`src/verilog/glyph_table.svh`:
```
`ifndef GLYPH_TABLE_SVH
`define GLYPH_TABLE_SVH

// pawns point the way their side moves
function automatic glyph_kind_t kind_of(logic side, piece_idx_t index);
	glyph_kind_t kind;
	if (index[3]) begin
		kind = side ? GLYPH_PAWN_UP : GLYPH_PAWN_DOWN;
	end else begin
		case (index[2:1])
			2'd3: kind = GLYPH_ROOK;
			2'd2: kind = GLYPH_KNIGHT;
			2'd1: kind = GLYPH_BISHOP;
			default: kind = index[0] ? GLYPH_QUEEN : GLYPH_KING;
		endcase
	end
	return kind;
endfunction

// rows listed top first, bit 0 is the leftmost cell
function automatic logic [7:0] glyph_row(glyph_kind_t kind, logic [2:0] row);
	logic [63:0] rows;
	case (kind)
		GLYPH_PAWN_UP:
			rows = {8'b00000000, 8'b00011000, 8'b01011010, 8'b01000010,
				8'b00111100, 8'b00100100, 8'b00111100, 8'b00000000};
		GLYPH_PAWN_DOWN:
			rows = {8'b00000000, 8'b00111100, 8'b00100100, 8'b00111100,
				8'b01000010, 8'b01011010, 8'b00011000, 8'b00000000};
		GLYPH_ROOK:
			rows = {8'b00011000, 8'b00011000, 8'b00000000, 8'b11011011,
				8'b11011011, 8'b00000000, 8'b00011000, 8'b00011000};
		GLYPH_KNIGHT:
			rows = {8'b00000000, 8'b00100100, 8'b01000010, 8'b00011000,
				8'b00011000, 8'b01000010, 8'b00100100, 8'b00000000};
		GLYPH_BISHOP:
			rows = {8'b10000001, 8'b01000010, 8'b00100100, 8'b00011000,
				8'b00011000, 8'b00100100, 8'b01000010, 8'b10000001};
		GLYPH_QUEEN:
			rows = {8'b10011001, 8'b01011010, 8'b00100100, 8'b11011011,
				8'b11011011, 8'b00100100, 8'b01011010, 8'b10011001};
		GLYPH_KING:
			rows = {8'b00000000, 8'b01111110, 8'b01000010, 8'b01011010,
				8'b01011010, 8'b01000010, 8'b01111110, 8'b00000000};
		default:
			rows = '0;
	endcase
	return rows[(7 - row) * 8 +: 8];
endfunction

`endif

```
`src/verilog/chess_lcd_pkg.sv`:
```
package chess_lcd_pkg;

	// 480x272 panel, totals include porches
	localparam int H_TOTAL = 526;
	localparam int V_TOTAL = 286;
	localparam int H_ACTIVE = 480;
	localparam int H_FRONT = 2;
	localparam int H_SYNC = 1;
	localparam int V_ACTIVE = 272;
	localparam int V_FRONT = 1;
	localparam int V_SYNC = 1;
	localparam int H_CNT_W = $clog2(H_TOTAL);
	localparam int V_CNT_W = $clog2(V_TOTAL);

	// a8 is the top left square
	localparam int BOARD_X = 108;
	localparam int BOARD_Y = 4;
	localparam int SQUARE_PX = 33;
	localparam int BORDER_PX = 4;
	localparam int CELL_PX = 4;

	localparam int PIPE_DEPTH = 3;

	localparam logic [23:0] COLOR_BORDER = 24'h00FE00;
	localparam logic [23:0] COLOR_LIGHT = 24'h6797CC;
	localparam logic [23:0] COLOR_DARK = 24'h11448B;
	localparam logic [23:0] COLOR_CURSOR = 24'h3A9972;
	localparam logic [23:0] COLOR_WHITE = 24'hFFFFFF;
	localparam logic [23:0] COLOR_BLACK = 24'h000000;

	// rank in [5:3], file in [2:0]
	typedef logic [5:0] square_t;
	// 0 king, 1 queen, 2-3 bishops, 4-5 knights, 6-7 rooks, 8-15 pawns
	typedef logic [3:0] piece_idx_t;

	typedef enum logic [2:0] {
		GLYPH_PAWN_UP,
		GLYPH_PAWN_DOWN,
		GLYPH_ROOK,
		GLYPH_KNIGHT,
		GLYPH_BISHOP,
		GLYPH_QUEEN,
		GLYPH_KING
	} glyph_kind_t;

	typedef struct packed {
		logic present;
		logic side;
		piece_idx_t index;
	} piece_hit_t;

	// black beats white, lower index beats higher
	function automatic piece_hit_t find_piece(square_t sq, logic [95:0] loc_w,
		logic [95:0] loc_b, logic [15:0] alive_w, logic [15:0] alive_b);
		piece_hit_t hit;
		hit = '0;
		for (int i = 15; i >= 0; i--) begin
			if (alive_w[i] && loc_w[i*6 +: 6] == sq) begin
				hit = '{present: 1'b1, side: 1'b1, index: piece_idx_t'(i)};
			end
		end
		for (int i = 15; i >= 0; i--) begin
			if (alive_b[i] && loc_b[i*6 +: 6] == sq) begin
				hit = '{present: 1'b1, side: 1'b0, index: piece_idx_t'(i)};
			end
		end
		return hit;
	endfunction

endpackage

```
`src/verilog/board_pos_if.sv`:
```
`timescale 1ns/1ps

interface board_pos_if;
	logic [2:0] rank;
	logic [2:0] file;
	logic in_board;
	logic on_border;
	// offset inside the square, 0 to 32
	logic [5:0] sub_x;
	logic [5:0] sub_y;
	logic line_active;

	modport source (output rank, file, in_board, on_border, sub_x, sub_y, line_active);
	modport sink (input rank, file, in_board, on_border, sub_x, sub_y, line_active);
endinterface

```
`src/verilog/lcd_timing.sv`:
```
`timescale 1ns/1ps

module lcd_timing #(
	parameter int H_TOTAL = 526,
	parameter int V_TOTAL = 286,
	parameter int H_SYNC_AT = 483,
	parameter int V_SYNC_AT = 274,
	parameter int PIPE_DEPTH = 3
) (
	input logic clk12,
	input logic reset,
	output logic [$clog2(H_TOTAL)-1:0] h_count,
	output logic [$clog2(V_TOTAL)-1:0] v_count,
	output logic hsync,
	output logic vsync,
	output logic disp
);

	// {disp, vsync, hsync} per pipeline stage
	logic [2:0] ctl_pipe [PIPE_DEPTH];

	always_ff @(posedge clk12) begin
		if (reset) begin
			h_count <= '0;
			v_count <= '0;
		end else if (h_count == H_TOTAL - 1) begin
			h_count <= '0;
			if (v_count == V_TOTAL - 1) begin
				v_count <= '0;
			end else begin
				v_count <= v_count + 1'b1;
			end
		end else begin
			h_count <= h_count + 1'b1;
		end
	end

	// one-count sync windows, delayed to line up with bgr
	always_ff @(posedge clk12) begin
		if (reset) begin
			for (int i = 0; i < PIPE_DEPTH; i++) begin
				ctl_pipe[i] <= '0;
			end
		end else begin
			ctl_pipe[0] <= {1'b1, (v_count == V_SYNC_AT), (h_count == H_SYNC_AT)};
			for (int i = 1; i < PIPE_DEPTH; i++) begin
				ctl_pipe[i] <= ctl_pipe[i - 1];
			end
		end
	end

	assign hsync = ctl_pipe[PIPE_DEPTH - 1][0];
	assign vsync = ctl_pipe[PIPE_DEPTH - 1][1];
	assign disp = ctl_pipe[PIPE_DEPTH - 1][2];

endmodule

```
`src/verilog/board_scan.sv`:
```
`timescale 1ns/1ps

module board_scan
	import chess_lcd_pkg::*;
#(
	parameter int BOARD_X = 108,
	parameter int BOARD_Y = 4,
	parameter int SQUARE_PX = 33,
	parameter int BORDER_PX = 4
) (
	input logic clk12,
	input logic [H_CNT_W-1:0] h_count,
	input logic [V_CNT_W-1:0] v_count,
	board_pos_if.source pos
);

	localparam int BOARD_PX = 8 * SQUARE_PX;

	int dx;
	int dy;
	logic in_board;
	logic in_frame;

	always_comb begin
		dx = int'(h_count) - BOARD_X;
		dy = int'(v_count) - BOARD_Y;
		in_board = dx >= 0 && dx < BOARD_PX && dy >= 0 && dy < BOARD_PX;
		// board plus its border ring
		in_frame = dx >= -BORDER_PX && dx < BOARD_PX + BORDER_PX &&
			dy >= -BORDER_PX && dy < BOARD_PX + BORDER_PX;
	end

	always_ff @(posedge clk12) begin
		pos.line_active <= h_count < H_ACTIVE && v_count < V_ACTIVE;
		pos.in_board <= in_board;
		pos.on_border <= in_frame && !in_board;
		if (in_board) begin
			pos.file <= 3'(dx / SQUARE_PX);
			// rank 7 at the top
			pos.rank <= 3'(7 - dy / SQUARE_PX);
			pos.sub_x <= 6'(dx % SQUARE_PX);
			pos.sub_y <= 6'(dy % SQUARE_PX);
		end else begin
			pos.file <= '0;
			pos.rank <= '0;
			pos.sub_x <= '0;
			pos.sub_y <= '0;
		end
	end

endmodule

```
`src/verilog/piece_occupancy.sv`:
```
`timescale 1ns/1ps

module piece_occupancy
	import chess_lcd_pkg::*;
(
	input logic clk12,
	input logic [95:0] loc_white,
	input logic [95:0] loc_black,
	input logic [15:0] alive_white,
	input logic [15:0] alive_black,
	board_pos_if.sink pos_in,
	board_pos_if.source pos_out,
	output piece_hit_t hit
);

	piece_hit_t found;

	assign found = find_piece({pos_in.rank, pos_in.file}, loc_white, loc_black,
		alive_white, alive_black);

	always_ff @(posedge clk12) begin
		pos_out.rank <= pos_in.rank;
		pos_out.file <= pos_in.file;
		pos_out.in_board <= pos_in.in_board;
		pos_out.on_border <= pos_in.on_border;
		pos_out.sub_x <= pos_in.sub_x;
		pos_out.sub_y <= pos_in.sub_y;
		pos_out.line_active <= pos_in.line_active;
		// off-board pixels read as a1, keep them clear of its piece
		hit <= pos_in.in_board ? found : '0;
	end

endmodule

```
`src/verilog/pixel_shader.sv`:
```
`timescale 1ns/1ps

module pixel_shader
	import chess_lcd_pkg::*;
(
	input logic clk12,
	input logic reset,
	board_pos_if.sink pos,
	input piece_hit_t hit,
	input square_t cursor,
	input logic player,
	output logic [23:0] bgr
);

	`include "glyph_table.svh"

	logic [7:0] glyph_bits;
	logic in_glyph;
	logic glyph_on;
	logic [23:0] color;

	assign glyph_bits = glyph_row(kind_of(hit.side, hit.index), 3'(pos.sub_y / CELL_PX));
	// last row and column of a square stay clear
	assign in_glyph = pos.sub_x < 8 * CELL_PX && pos.sub_y < 8 * CELL_PX;
	assign glyph_on = hit.present && in_glyph && glyph_bits[3'(pos.sub_x / CELL_PX)];

	// later assignments win
	always_comb begin
		color = player ? COLOR_WHITE : COLOR_BLACK;
		if (pos.on_border) begin
			color = COLOR_BORDER;
		end
		if (pos.in_board) begin
			color = (pos.rank[0] ^ pos.file[0]) ? COLOR_LIGHT : COLOR_DARK;
			if ({pos.rank, pos.file} == cursor) begin
				color = COLOR_CURSOR;
			end
			if (glyph_on) begin
				color = hit.side ? COLOR_WHITE : COLOR_BLACK;
			end
		end
		// blanking interval
		if (!pos.line_active) begin
			color = COLOR_BLACK;
		end
	end

	always_ff @(posedge clk12) begin
		if (reset) begin
			bgr <= COLOR_BLACK;
		end else begin
			bgr <= color;
		end
	end

endmodule

```
`src/verilog/piece_finder.sv`:
```
`timescale 1ns/1ps

module piece_finder
	import chess_lcd_pkg::*;
(
	input logic clk12,
	input logic reset,
	input logic enter_pressed,
	input logic confirm_pressed,
	input square_t cursor,
	input logic [95:0] loc_white,
	input logic [95:0] loc_black,
	input logic [15:0] alive_white,
	input logic [15:0] alive_black,
	output piece_idx_t pid,
	output logic found_piece
);

	logic enter_d;
	logic enter_prev;
	logic confirm_d;
	logic lookup;
	piece_hit_t found;

	// index is 0 when nothing matches
	assign found = find_piece(cursor, loc_white, loc_black, alive_white, alive_black);

	always_ff @(posedge clk12) begin
		if (reset) begin
			enter_d <= 1'b0;
			enter_prev <= 1'b0;
			confirm_d <= 1'b0;
			lookup <= 1'b0;
			pid <= '0;
			found_piece <= 1'b0;
		end else begin
			enter_d <= enter_pressed;
			enter_prev <= enter_d;
			confirm_d <= confirm_pressed;
			// enter edge, ignored while confirm is held
			lookup <= enter_d && !enter_prev && !confirm_d;
			if (lookup) begin
				found_piece <= found.present;
				pid <= found.index;
			end
		end
	end

endmodule

```
`src/verilog/chess_lcd_top.sv`:
```
`timescale 1ns/1ps

module chess_lcd_top
	import chess_lcd_pkg::*;
(
	input logic clk12,
	input logic reset,
	input logic [5:0] cursor,
	input logic player,
	input logic enter_pressed,
	input logic confirm_pressed,
	input logic [95:0] lvw,
	input logic [95:0] lvb,
	input logic [15:0] avw,
	input logic [15:0] avb,
	output logic [23:0] bgr,
	output logic hsync,
	output logic vsync,
	output logic disp,
	output logic [3:0] pid,
	output logic found_piece
);

	logic [H_CNT_W-1:0] h_count;
	logic [V_CNT_W-1:0] v_count;
	piece_hit_t hit;

	board_pos_if pos_s1 ();
	board_pos_if pos_s2 ();

	lcd_timing #(
		.H_TOTAL(H_TOTAL),
		.V_TOTAL(V_TOTAL),
		.H_SYNC_AT(H_ACTIVE + H_FRONT + H_SYNC),
		.V_SYNC_AT(V_ACTIVE + V_FRONT + V_SYNC),
		.PIPE_DEPTH(PIPE_DEPTH)
	) i_lcd_timing (
		.clk12(clk12),
		.reset(reset),
		.h_count(h_count),
		.v_count(v_count),
		.hsync(hsync),
		.vsync(vsync),
		.disp(disp)
	);

	board_scan #(
		.BOARD_X(BOARD_X),
		.BOARD_Y(BOARD_Y),
		.SQUARE_PX(SQUARE_PX),
		.BORDER_PX(BORDER_PX)
	) i_board_scan (
		.clk12(clk12),
		.h_count(h_count),
		.v_count(v_count),
		.pos(pos_s1)
	);

	piece_occupancy i_piece_occupancy (
		.clk12(clk12),
		.loc_white(lvw),
		.loc_black(lvb),
		.alive_white(avw),
		.alive_black(avb),
		.pos_in(pos_s1),
		.pos_out(pos_s2),
		.hit(hit)
	);

	pixel_shader i_pixel_shader (
		.clk12(clk12),
		.reset(reset),
		.pos(pos_s2),
		.hit(hit),
		.cursor(cursor),
		.player(player),
		.bgr(bgr)
	);

	piece_finder i_piece_finder (
		.clk12(clk12),
		.reset(reset),
		.enter_pressed(enter_pressed),
		.confirm_pressed(confirm_pressed),
		.cursor(cursor),
		.loc_white(lvw),
		.loc_black(lvb),
		.alive_white(avw),
		.alive_black(avb),
		.pid(pid),
		.found_piece(found_piece)
	);

endmodule

```
`config.mk`:
```
export PLATFORM = sky130hd
export DESIGN_NAME = chess_lcd_top
export DESIGN_NICKNAME = d
export VERILOG_FILES = /design/src/verilog/chess_lcd_pkg.sv /design/src/verilog/board_pos_if.sv /design/src/verilog/lcd_timing.sv /design/src/verilog/board_scan.sv /design/src/verilog/piece_occupancy.sv /design/src/verilog/pixel_shader.sv /design/src/verilog/piece_finder.sv /design/src/verilog/chess_lcd_top.sv
export VERILOG_INCLUDE_DIRS = /design/src /design/src/verilog
export SDC_FILE = /design/constraint.sdc
export NUM_CORES = 1
export LEC_CHECK = 0
export BUFFER_PORTS_ARGS = -buffer_cell sky130_fd_sc_hd__buf_4
export CAP_MARGIN = 20
export CORE_ASPECT_RATIO = 1.5
export CORE_UTILIZATION = 57
export DETAILED_ROUTE_END_ITERATION = 8
export GPL_ROUTABILITY_DRIVEN = 0
export HOLD_SLACK_MARGIN = 0.02
export PLACE_DENSITY = 0.84
export SKIP_CTS_REPAIR_TIMING = 1
export SYNTH_ARGS = -nofsm -noshare
export SYNTH_HDL_FRONTEND = slang
export SYNTH_SLANG_ARGS = --single-unit
export TNS_END_PERCENT = 5
```
`constraint.sdc`:
```
create_clock -name clk12 -period 7.6 [get_ports clk12]
set_input_delay 1.52 -clock clk12 [delete_from_list [all_inputs] [get_ports clk12]]
set_output_delay 1.52 -clock clk12 [all_outputs]
set_load 0.05 [all_outputs]
```
* Word-level counts from Yosys, hierarchy flattened
Memories as Yosys holds them, arrays and structs flattened.
Cells that the tools add are included.
** Word-level totals
- Register bits :: 100
- Bits in latches :: 0
- Memory bits (writable) :: 9
- Bits in read-only memories :: 0
- Input bits :: 235
- Output and inout port bits :: 32
- Logic and storage cells :: 311
- Memories kept :: 1
** Operators by class
- $add $sub $neg :: 6
- Multiply operators :: 0
- Divide/modulo/power cells :: 4
- Magnitude comparators :: 13
- Equal/unequal tests :: 78
- Shifts and indexed selects :: 1
- Mux-type cells :: 85
- Bitwise logic cells :: 6
- Reductions and logical operators :: 88
** Memory list
- i_lcd_timing.ctl_pipe :: words 3, width 3, read ports 3, clocked after memory_dff 0, wr ports 3, RTL line lcd_timing.sv:20 : logic [2:0] ctl_pipe [PIPE_DEPTH];
** Operators by type and width (number)
- 64-bit one-hot mux with 7 select lines :: 1
- 6-bit == test :: 65
- 6-bit two-way mux :: 64
- 24-bit two-way mux :: 6
- 32-bit by 10-bit less-than comparator with 1-bit output (second input constant) :: 4
- 1-bit logical AND :: 77
- 32-bit by 7-bit divider with 32-bit output (second input constant) :: 2
- 32-bit by 1-bit >= comparator with 1-bit output (second input constant) :: 2
- 32-bit by 3-bit >= comparator with 1-bit output (second input constant) :: 2
- 32-bit by 7-bit modulo with 32-bit output (second input constant) :: 2
- 64-bit by 33-bit indexed part select with 8-bit output :: 1
- 23-bit two-way mux :: 1
- 9-bit == test (second input constant) :: 2
- 17-bit OR reduction :: 1
- 6-bit less-than comparator (second input constant) :: 2
- 3-bit two-way mux :: 4
- 10-bit by 7-bit subtractor with 11-bit output (second input constant) :: 1
- 10-bit by 1-bit adder with 10-bit output (second input constant) :: 1
- 10-bit == test (second input constant) :: 1
- 10-bit by 9-bit == test with 1-bit output (second input constant) :: 1
- 10-bit by 9-bit less-than comparator with 1-bit output (second input constant) :: 1
- 9-bit by 3-bit subtractor with 10-bit output (second input constant) :: 1
- 9-bit by 1-bit adder with 9-bit output (second input constant) :: 1
- 3-bit == test (second input constant) :: 3
- 22 further kinds :: 35

* Depth between registers and ports, before layout
Gate-level depths: netlist of run 1.
- Depth in word-level cells :: 34
- Gate-level depth with buffers :: 28
- Mapped depth without buffers :: 26

* By module
From an unflattened synthesis of run 1, not the netlist that was laid out.
** Second synthesis, totals
- Cells, all modules :: 1552
- Area total of the unflattened synthesis :: 12739.7 sq um
** Modules (own cells, without submodules)
- board_scan :: times used 1, cells each 510, area an instance 3917.5 sq um, sequential area each 420.4 sq um
- piece_occupancy :: times used 1, cells each 384, area an instance 3363.2 sq um, sequential area each 540.5 sq um
- piece_finder :: times used 1, cells each 374, area an instance 3056.7 sq um, sequential area each 180.2 sq um
- pixel_shader :: times used 1, cells each 157, area an instance 1226.2 sq um, sequential area each 260.2 sq um
- lcd_timing :: times used 1, cells each 127, area an instance 1176.1 sq um, sequential area each 560.5 sq um

* Least setup slack after synthesis of run 1
OpenSTA, ideal clock, no wires.
- Path kind :: reg-to-reg
- Start point :: reg i_lcd_timing.h_count[2]
- End point :: reg i_board_scan.pos.sub_x[3]
- Library setup time :: 0.131 ns
- Data arrival time :: 6.403 ns
- Required time :: 7.469 ns
- Slack :: 1.067 ns
- Cell stages (with the launch flop) :: 27
- Path buffers :: 2
- Clock period less this slack :: 6.533 ns
- Cells stage by stage :: dfxtp_1 > buf_2 > inv_1 > ha_1 > nor4_1 > o21ai_0 > nor4_1 > a2111oi_4 > a221oi_2 > buf_2 > nor2_1 > ha_1 > nand3b_1 > o311a_1 > nor2_1 > xnor2_1 > ha_1 > o41a_1 > nor3_4 > xnor2_1 > ha_1 > o221ai_1 > or4_4 > a21oi_4 > mux2_4 > o21ai_2 > a21oi_2
** On the way
- Word-level cells in the longest chain between the ends :: 5
- Elaborated cells on any way between the ends :: 7
- Classes of those cells :: add/sub: 1; div: 1; order compare: 2; reduce/logical: 3
** RTL lines
- start, declared :: RTL line lcd_timing.sv:12 : output logic [$clog2(H_TOTAL)-1:0] h_count,
- start signal, assigned :: RTL line lcd_timing.sv:34 : h_count <= h_count + 1'b1;
- 10-bit by 7-bit subtractor with 11-bit output (*) :: RTL line board_scan.sv:25 : dx = int'(h_count) - BOARD_X;
- branches (longest 4 deep; another with 32-bit by 7-bit modulo with 32-bit output)
- end signal, assigned :: RTL line board_scan.sv:41 : pos.sub_x <= 6'(dx % SQUARE_PX);
- end, declared :: RTL line board_pos_if.sv:13 : modport source (output rank, file, in_board, on_border, sub_x, sub_y, line_active);
Every way passes the cells marked *.
A chain may end at the register's enable or synchronous reset.

* Worst setup path in the final report of run 1
- Start point :: reg i_lcd_timing.h_count[3]
- End point :: reg i_board_scan.pos.sub_x[3]
Same word-level chain as after synthesis.

==> results of run 1 <==
[metal layers]
layer	vias up	routed length (microns)	GRT usage (%)
met3	196	3137	9.697
met1	5773	13930	35.79
met5	-	0	0
met4	0	2778	25.63
li1	5765	-	-
met2	600	19550	67.88
[report_power, final]
group	internal, uW	switching [uW]	total, uW
combinational	221	245	466
clock	323	185	508
sequential	479	5.54	485
[critical path, stage by stage (launching register included)]
cell and delay (ns):
dfxtp_2 0.48, ha_2 0.40, o211ai_1 0.19, nand2_1 0.37, o21ai_0 0.30, nor3_1 0.40, a21boi_0 0.21, nor3_2 0.42
nor2_1 0.17, ha_1 0.29, nand3b_1 0.19, o311a_1 0.37, nor2_1 0.21, xnor2_1 0.19, ha_1 0.26, o41a_1 0.48
nor3_4 0.16, xnor2_1 0.20, ha_1 0.23, o221ai_1 0.13, or4_4 0.46, a21oi_4 0.18, mux2_4 0.32, o21ai_2 0.15
a21oi_2 0.06
[registers in the layout (all words and copies together), names as in the netlist, 3 cells and up]
register / flops
i_board_scan.pos.file: 3
i_board_scan.pos.rank: 3
i_piece_finder.pid: 4
i_piece_occupancy.pos_out.rank: 3
i_lcd_timing.ctl_pipe: 9
i_lcd_timing.v_count: 9
i_board_scan.pos.sub_x: 4
i_piece_occupancy.hit: 6
i_piece_occupancy.pos_out.sub_y: 4
i_lcd_timing.h_count: 10
i_board_scan.pos.sub_y: 4
i_pixel_shader.bgr: 13
i_piece_occupancy.pos_out.sub_x: 4
i_piece_occupancy.pos_out.file: 3
[worst paths after layout]
path / start / end / cells after the start
hold / removal: i_board_scan.pos.sub_x[3] / i_piece_occupancy.pos_out.sub_x[3] / 0
setup reg to reg: i_lcd_timing.h_count[3] / i_board_scan.pos.sub_x[3] / 24
hold reg to reg: i_board_scan.pos.sub_x[3] / i_piece_occupancy.pos_out.sub_x[3] / 0
setup / recovery: i_lcd_timing.h_count[3] / i_board_scan.pos.sub_x[3] / 24
[cell families (layout without fill, tap and decap cells)]
group	count (synthesis)	count (layout)	synth area share, %
AOI/OAI and AO/OA	268	268	16.62
xor gates and xnor gates	438	438	32.98
adders and majority gates	35	35	3.757
buffers and inverters	132	337	4.777
DFF	90	90	15.46
muxes	18	18	1.889
other	0	2	0
and+or+nand+nor	527	527	24.52
[metrics by stage]
stage,util [%],total power [uW],area [sq um]
finish,70.69,1459,14040
global route,70.69,1516,14040
CTS,70.61,1458,14030
detailed placement,68.88,953.1,13680
global placement,68.88,939.3,13680
floorplan,-,760.1,11650
[synthesized netlist by cell type, drive strengths merged (12+ instances only)]
master	count	share of area, %
a211oi	17	1.1
a21o	12	0.77
a21oi	67	3.1
and3	12	0.69
buf	40	1.8
clkbuf	50	1.6
dfxtp	90	15
ha	35	3.8
inv	40	1.3
nand2	87	2.8
nand3	26	1.1
nand4	71	3.8
nor2	107	3.5
nor2b	14	0.75
nor3	42	2.1
nor4	75	4.1
o21ai	42	1.8
o21bai	13	0.87
or2	18	0.97
or3	25	1.3
or4	12	0.84
xnor2	250	19
xor2	188	14
[cells in the final DEF, fill, tap and decap left out, types with 5 or more instances in the layout]
cell type	instances
and2_1	6
nor3_1	37
o21a_1	8
nand2b_1	9
o22ai_1	5
o31ai_1	10
buf_4	279
and3_1	11
o21bai_1	12
nand4_1	71
a31oi_1	10
dfxtp_1	83
or4_1	10
nor2b_1	14
or3_1	25
o21ai_0	38
clkbuf_16	9
a21oi_1	63
o32ai_1	6
or2_2	17
nand3b_1	6
ha_1	34
nand3_1	26
mux2i_1	10
xor2_1	188
nor2_1	106
a211oi_1	16
nor4_1	73
o211ai_1	6
nand2_1	85
dfxtp_2	7
inv_1	40
a21o_1	12
xnor2_1	249
[layout make-up]
cell class	count	area [sq um]
clock buffer	10	229.0
tap	260	325.3
inverter	42	157.7
clock inverter	6	113.9
sequential	90	1810
antenna	2	5.005
fill	1570	5823
multi-input combinational	1286	9305
timing repair buffer	279	2095
==> run_results.csv, run 1 <==
group,metric,value,unit
grt,grt_antenna_before_repair,2,
layout,area_delta_synth_final,20.47,%
grt,grt_pass1_wl,62040,microns
sta,finClkSkew,0.004478,ns
cts,clk_pin_slew,0.06,ns
grt,grt_pass1_vias,12500,
logic_synthesis,async_reset_ff_share,0,%
drt,dr.pass1.iters,7,
placed_design,numPortBuffers,266,
cts,cts-root-buf,"clkbuf_16",
logic_synthesis,synth_area,11650,sq um
die,die_h,177.1,microns
logic_synthesis,syn_area_per_cell,7.729,sq um
setup_path,crit_path_max_fanout,14,
cts,clkLatencyLatePin,0.34,ns
sta,fin_crit,6.979,ns
grt,overflow,0,
cts,htreeDepth,3,
setup_path,reg2reg_slack,0.62,ns
die,num_io_pins,267,
placed_design,hpwl,30310,microns
drt,drt-total-wl,39400,microns
sta,fin_crit_sh,91.83,%
pwr,powerDensity,103.9,nW/um^2
sta,setup_viol_count_final,0,
drt,drc,0,
sta,rsz0062_at_grt,"false",
logic_synthesis,syn_inst,1508,
drt,antenna_left,0,
logic_synthesis,synth_warnings,0,
drt,wl_per_cell,19.95,microns
cts,clockBufferDepth,2,
sta,slew_headroom,23.90,%
die,die_area,21040,sq um
sta,fmax,143.3,MHz
pwr,p_leak,0.005552,uW
drt,routed_via_density,6.245,
logic_synthesis,synth_ff_type,"dfxtp_1",
logic_synthesis,ys_seq_area_share,15.46,%
setup_path,startpoint_type,"register",
pwr,max-vdd-ir-drop,0.1571,mV
logic_synthesis,yosysUniqueCellTypes,101,
setup_path,cp.arrival,7.18,ns
grt,globalRouteTotalUtil,36.93,%
layout,fin_nets,1978,
run,maxCapViolations,0,
drt,first_iter_violations,963,
sta,hold_viol,0,
cts,cts_tree,"yes",
grt,grt_max_degree,34,
die,core_area,19860,sq um
logic_synthesis,syn_nets,1778,
cts,cts.sinks,90,
run_status,status,"complete, no violations",
drt,vias,12330,
logic_synthesis,synth_edf_count,0,
sta,tightest_slew,1.141,ns
die,start_util,58.67,%
hold_path,hp-class,"reg -> reg",
layout,layout.cells.non_filler,1975,
die,die-width,118.8,microns
setup_path,end_kind,"register",
setup_path,crit_type,"reg -> reg",
setup_path,crit_required,7.80,ns
placed_design,dp.cells,1957,
logic_synthesis,synth_seq_cells,90,
sta,finalSetupTns,0,ns
sta,slew_viol_final,0,
placed_design,post-place-ws,0.3742,ns
cts,cts_buffers,9,
die,rows,63,
sta,hold_ws,0.3282,ns
sta,worst_slack,0.6213,ns
layout,drive_gt1_share,21.42,%
(Power assumes the default switching activity.)
==> inputs of run 2 (changes only) <==
- MAX_ROUTING_LAYER: not set -> met4
==> run 2 against run 1 <==
Critical endpoint unchanged. Highest routed layer unchanged. Global-route usage up 1.1 points. Fmax down 0.48%. Clock skew up 0.0014 ns. Final cell count about the same. Clock-buffer cell count unchanged. Largest cell class unchanged. Largest power group unchanged. Combinational power about the same. First-iteration DRC count down 7.6%. Register-to-register slack worse by 0.03 ns. Sequential share of layout area about the same.
==> run_results.csv, run 2 (synthesized netlist as in run 1, its figures left out) <==
group,metric,value,unit
setup_path,cp_num_buf_inv,0,
sta,slew_headroom,23.99,%
placed_design,hpwl,30310,microns
drt,drc,0,
placed_design,numPortBuffers,266,
layout,final_common_cell,"buf_4",
sta,rsz0062_at_grt,"false",
cts,clkLatencyLatePin,0.34,ns
hold_path,hp-class,"reg -> reg",
run,maxCapViolations,0,
setup_path,critPathSlowestCell,"dfxtp_2",
die,rows,63,
grt,grt_pass1_vias,12510,
grt,overflow,0,
layout,layout.cells.non_filler,1976,
grt,grt_max_degree,34,
drt,drt-total-wl,39390,microns
pwr,p_leak,0.005553,uW
pwr,swShare,29.89,%
drt,vias,12340,
cts,cts_tree,"yes",
sta,finClkSkew,0.005862,ns
pwr,p_int,1024,uW
sta,finalSetupTns,0,ns
pwr,combPwrFrac,31.9,%
hold_path,worstHoldPathCells,0,
layout,largest_reg_flops,13,
layout,top_regs,"i_pixel_shader.bgr x13, i_lcd_timing.h_count x10",
sta,fin_crit_sh,92.27,%
sta,slew_viol_final,0,
pwr,power_frac_clock,34.9,%
grt,globalRouteTotalUtil,38.02,%
setup_path,cp.arrival,7.21,ns
setup_path,end_kind,"register",
setup_path,critPathMaxStageDelay,0.48,ns
drt,routed_via_density,6.244,
setup_path,path_common_cell,"ha_1",
sta,setup_viol_count_final,0,
layout,fin_util,70.70,%
hold_path,hp-start,"i_board_scan.pos.sub_x[3]",
setup_path,crit_required,7.80,ns
sta,hold_ws,0.3282,ns
grt,grt_antenna_before_repair,2,
cts,htreeDepth,3,
layout,regMostFlops,"i_pixel_shader.bgr",
layout,drive_gt1_share,21.42,%
setup_path,r2r_cells,24,
die,die-width,118.8,microns
run_status,status,"complete, no violations",
layout,final_cell_mix,"buf_4, xnor2_1, xor2_1",
setup_path,reg2reg_slack,0.59,ns
setup_path,crit_family,"simple AND/OR/NAND/NOR gates",
die,core_area,19860,sq um
cts,cts.sinks,90,
setup_path,crit_type,"reg -> reg",
grt,grt_pass1_wl,62030,microns
drt,dr.pass1.iters,6,
setup_path,r2r_start,"i_lcd_timing.h_count[3]",
pwr,max-vdd-ir-drop,0.1569,mV
die,die_h,177.1,microns
setup_path,crit_chain,"ha_2, o211ai_1, nand2_1, o21ai_0, nor3_1, a21boi_0, nor3_2, nor2_1, ha_1, nand3b_1, o311a_1, nor2_1, xnor2_1, ha_1, o41a_1, nor3_4, xnor2_1, ha_1, o221ai_1, or4_4, a21oi_4, mux2_4, o21ai_2, a21oi_2",
drt,first_iter_violations,890,
drt,wl_per_cell,19.93,microns
drt,antenna_left,0,
die,num_io_pins,267,
die,die_area,21040,sq um
cts,cts-root-buf,"clkbuf_16",
placed_design,place_area,13680,sq um
cts,clk_pin_slew,0.06,ns
setup_path,r2r-end,"i_board_scan.pos.sub_x[3]",
sta,tightest_slew,1.140,ns
hold_path,whs_endpoint,"i_piece_occupancy.pos_out.sub_x[3]",
pwr,sequentialPowerShare,33.2,%
sta,hold_viol,0,
sta,fmax,142.6,MHz
setup_path,crit_path_max_fanout,14,
setup_path,startpoint_type,"register",
pwr,netSwitchingPower,436.4,uW
layout,final_area,14040,sq um
cts,cts_buffers,9,
placed_design,dp.cells,1957,
sta,fin_crit,7.012,ns
cts,clockBufferDepth,2,
layout,area_delta_synth_final,20.49,%
die,start_util,58.67,%
pwr,powerDensity,104.0,nW/um^2
layout,fin_nets,1978,
run 2: cell types whose count changed in the layout (fill, tap and decap cells not counted), sizes merged:
cell,previous run,this run
diode,2,3
run 2: metal layers:
metal,vias to the layer above,share of wire [%],track usage [%]
li1,5762,-,-
met1,5762,35,35.55
met2,608,50,67.84
met3,207,8.1,10.12
met4,0,6.8,25.79
met5,-,0,-
run 2: area by class of cell:
| type | count | area, sq um |
|---|---|---|
| Multi-Input combinational cell | 1286 | 9305 |
| Inverter | 42 | 157.7 |
| Tap cell | 260 | 325.3 |
| Timing Repair Buffer | 279 | 2095 |
| Sequential cell | 90 | 1810 |
| Clock buffer | 10 | 229.0 |
| Clock inverter | 6 | 113.9 |
| Antenna cell | 3 | 7.507 |
| Fill cell | 1570 | 5821 |
run 2: worst max path at each step:
stage                                  from  cells after the start                        end  slack [ns]
floorplan           i_lcd_timing.h_count[2]                     26  i_board_scan.pos.sub_x[3]        1.07
global placement    i_lcd_timing.h_count[3]                     24  i_board_scan.pos.sub_x[3]        0.62
detailed placement  i_lcd_timing.h_count[3]                     24  i_board_scan.pos.sub_x[3]        0.37
CTS                 i_lcd_timing.h_count[3]                     24  i_board_scan.pos.sub_x[3]        0.38
global route        i_lcd_timing.h_count[3]                     24  i_board_scan.pos.sub_x[2]        0.11
finish              i_lcd_timing.h_count[3]                     24  i_board_scan.pos.sub_x[3]        0.59
run 2: power groups by stage:
stage | Clock (uW) | Sequential (uW) | Combinational, uW
global route | 533 | 485 | 498
global placement | 0 | 495 | 445
finish | 509 | 485 | 466
detailed placement | 0 | 495 | 458
CTS | 513 | 485 | 460
floorplan | 0 | 509 | 251
run 2: stage by stage:
stage / power, uW / setup WS, ns
6_report: 1460 / 0.5877
3_5_place_dp: 953.1 / 0.3742
3_3_place_gp: 939.3 / 0.6178
2_1_floorplan: 760.1 / 1.067
4_1_cts: 1458 / 0.3757
5_1_grt: 1517 / 0.1121
run 2: worst register-to-register path, delay by kind of cell, from the launching register on:
family                     cells  cell delay, ns
adders and majority gates      4            1.18
xor gates and xnor gates       2            0.39
muxes                          1            0.32
and+or+nand+nor                8            2.42
AOI/OAI and AO/OA              9            2.09
DFF                            1            0.48
==> inputs of run 3 (changes only) <==
- CORE_UTILIZATION: 57 -> 45
- PLACE_DENSITY: 0.84 -> 0.68
==> run 3 against run 2 <==
Utilization decreased by 15 points. Power fell by 5.7%. Die area grew 26%. Combinational power about the same. Non-clock buffer count unchanged. Fmax fell by 1.7%. Register-to-register slack worse by 0.12 ns. Clock skew up 0.0063 ns. Clock power shrank 16%. Hold slack lost 0.0064 ns. Global-route usage fell by 7.7 points. Critical endpoint unchanged. Largest power group is now sequential cells.
==> run_results.csv, run 3 (synthesized netlist as in run 1, its figures left out) <==
group,metric,value,unit
drt,routed_via_density,5.882,
sta,tightest_slew,1.135,ns
layout,fin_util,55.78,%
cts,cts.sinks,90,
setup_path,cp.arrival,7.34,ns
grt,grt_pass1_wl,62160,microns
drt,antenna_left,0,
die,rows,71,
die,die_area,26560,sq um
grt,globalRouteTotalUtil,30.37,%
layout,fillers,2467,
sta,fin_crit_sh,93.89,%
drt,drt-total-wl,39840,microns
layout,regMostFlops,"i_pixel_shader.bgr",
grt,grt_pass1_vias,11930,
sta,fmax,140.1,MHz
layout,final_area,14070,sq um
layout,fin_nets,1978,
hold_path,hp-class,"reg -> reg",
die,die_h,199.1,microns
sta,setup_viol_count_final,0,
grt,overflow,0,
cts,htreeDepth,3,
setup_path,crit_type,"reg -> reg",
layout,final_cell_mix,"buf_4, xnor2_1, xor2_1",
placed_design,place_area,13760,sq um
drt,wl_per_cell,19.52,microns
layout,layout.cells.non_filler,2041,
layout,drive_gt1_share,21.37,%
cts,clkLatencyLatePin,0.35,ns
grt,grt_antenna_before_repair,0,
placed_design,dp.cells,2024,
cts,clk_pin_slew,0.07,ns
run_status,status,"complete, no violations",
layout,largest_reg_flops,13,
sta,fin_crit,7.135,ns
layout,top_regs,"i_pixel_shader.bgr x13, i_lcd_timing.h_count x10",
sta,slew_headroom,24.36,%
placed_design,hpwl,31460,microns
die,die-width,133.4,microns
cts,clockBufferDepth,2,
drt,dr.pass1.iters,6,
layout,final_common_cell,"buf_4",
pwr,total_power,1377,uW
placed_design,numPortBuffers,266,
layout,num_antenna_cells,0,
run,maxCapViolations,0,
die,start_util,46.20,%
cts,cts_buffers,9,
setup_path,crit_required,7.81,ns
layout,area_delta_synth_final,20.74,%
pwr,max-vdd-ir-drop,0.1348,mV
setup_path,crit_path_max_fanout,14,
sta,rsz0062_at_grt,"false",
pwr,powerDensity,97.88,nW/um^2
cts,cts_tree,"yes",
pwr,p_leak,0.005528,uW
grt,grt_max_degree,34,
drt,drc,0,
setup_path,startpoint_type,"register",
drt,vias,12010,
cts,cts-root-buf,"clkbuf_16",
die,num_io_pins,267,
sta,finalSetupTns,0,ns
setup_path,end_kind,"register",
die,core_area,25230,sq um
sta,slew_viol_final,0,
drt,first_iter_violations,488,
sta,finClkSkew,0.01217,ns
sta,hold_viol,0,
[run 3: changes by cell type in the layout (fill, tap and decap cells not counted), sizes merged]
cell,previous run,this run
bufinv,3,0
clkbuf,10,9
clkinv,3,4
clkinvlp,1,2
diode,3,0
inv,41,43
[run 3: report_power, final]
part	switching, uW	leakage, uW	internal (uW)	total (uW)
clock	200	0.000136	227	428
combinational	243	0.00466	222	464
sequential	6.83	0.000734	479	486
total	450	0.00553	928	1380
[run 3: layer usage]
| metal | wire (microns) | part of all wire, % | up-vias | track usage, % |
|---|---|---|---|---|
| li1 | - | - | 5748 | - |
| met1 | 15050 | 38 | 5764 | 30.35 |
| met2 | 21340 | 54 | 395 | 58.83 |
| met3 | 1800 | 4.5 | 99 | 3.272 |
| met4 | 1648 | 4.1 | 0 | 13.26 |
| met5 | 0 | 0 | - | - |
[run 3: area by class of cell]
type	instances	area, sq um	area share [%]
clock buffers	9	225.2	1.600
multi-input cells	1286	9303	66.11
flip-flops and latches	90	1809	12.86
well taps	328	410.4	2.916
clock inverters	7	60.06	0.4268
repair buffers	279	2107	14.97
inverters	42	157.7	1.120
[run 3: final timing paths]
kind / from / end / slack (ns) / cells past startpoint
min reg2reg: i_board_scan.pos.sub_x[3] / i_piece_occupancy.pos_out.sub_x[3] / 0.32 / 0
min: i_board_scan.pos.sub_x[3] / i_piece_occupancy.pos_out.sub_x[3] / 0.32 / 0
max reg2reg: i_lcd_timing.h_count[2] / i_board_scan.pos.sub_x[3] / 0.46 / 24
max: i_lcd_timing.h_count[2] / i_board_scan.pos.sub_x[3] / 0.46 / 24
[run 3: stage by stage]
stage               hold slack, ns  worst slack, ns
finish                      0.3218           0.4647
global route                0.3324          0.08639
CTS                         0.3210           0.4608
detailed placement          0.3121           0.5164
global placement            0.3101           0.7128
floorplan                   0.3096            1.067
[run 3: worst max-delay path, cell delays in order, from the launching register on]
cell and delay (ns):
dfxtp_1 0.62, ha_1 0.57, nand2b_1 0.18, or4_1 0.59
a21oi_2 0.29, a2bb2oi_2 0.30, nand3_1 0.19, a221oi_2 0.33
nor2_1 0.11, ha_1 0.26, nand3b_1 0.18, o311a_1 0.36
nor2_1 0.22, xnor2_1 0.19, ha_1 0.25, o41a_1 0.48
nor3_4 0.16, xnor2_1 0.19, ha_1 0.21, o221ai_1 0.14
or4_4 0.46, a21oi_4 0.18, mux2_4 0.32, o21ai_2 0.14
a21oi_2 0.06
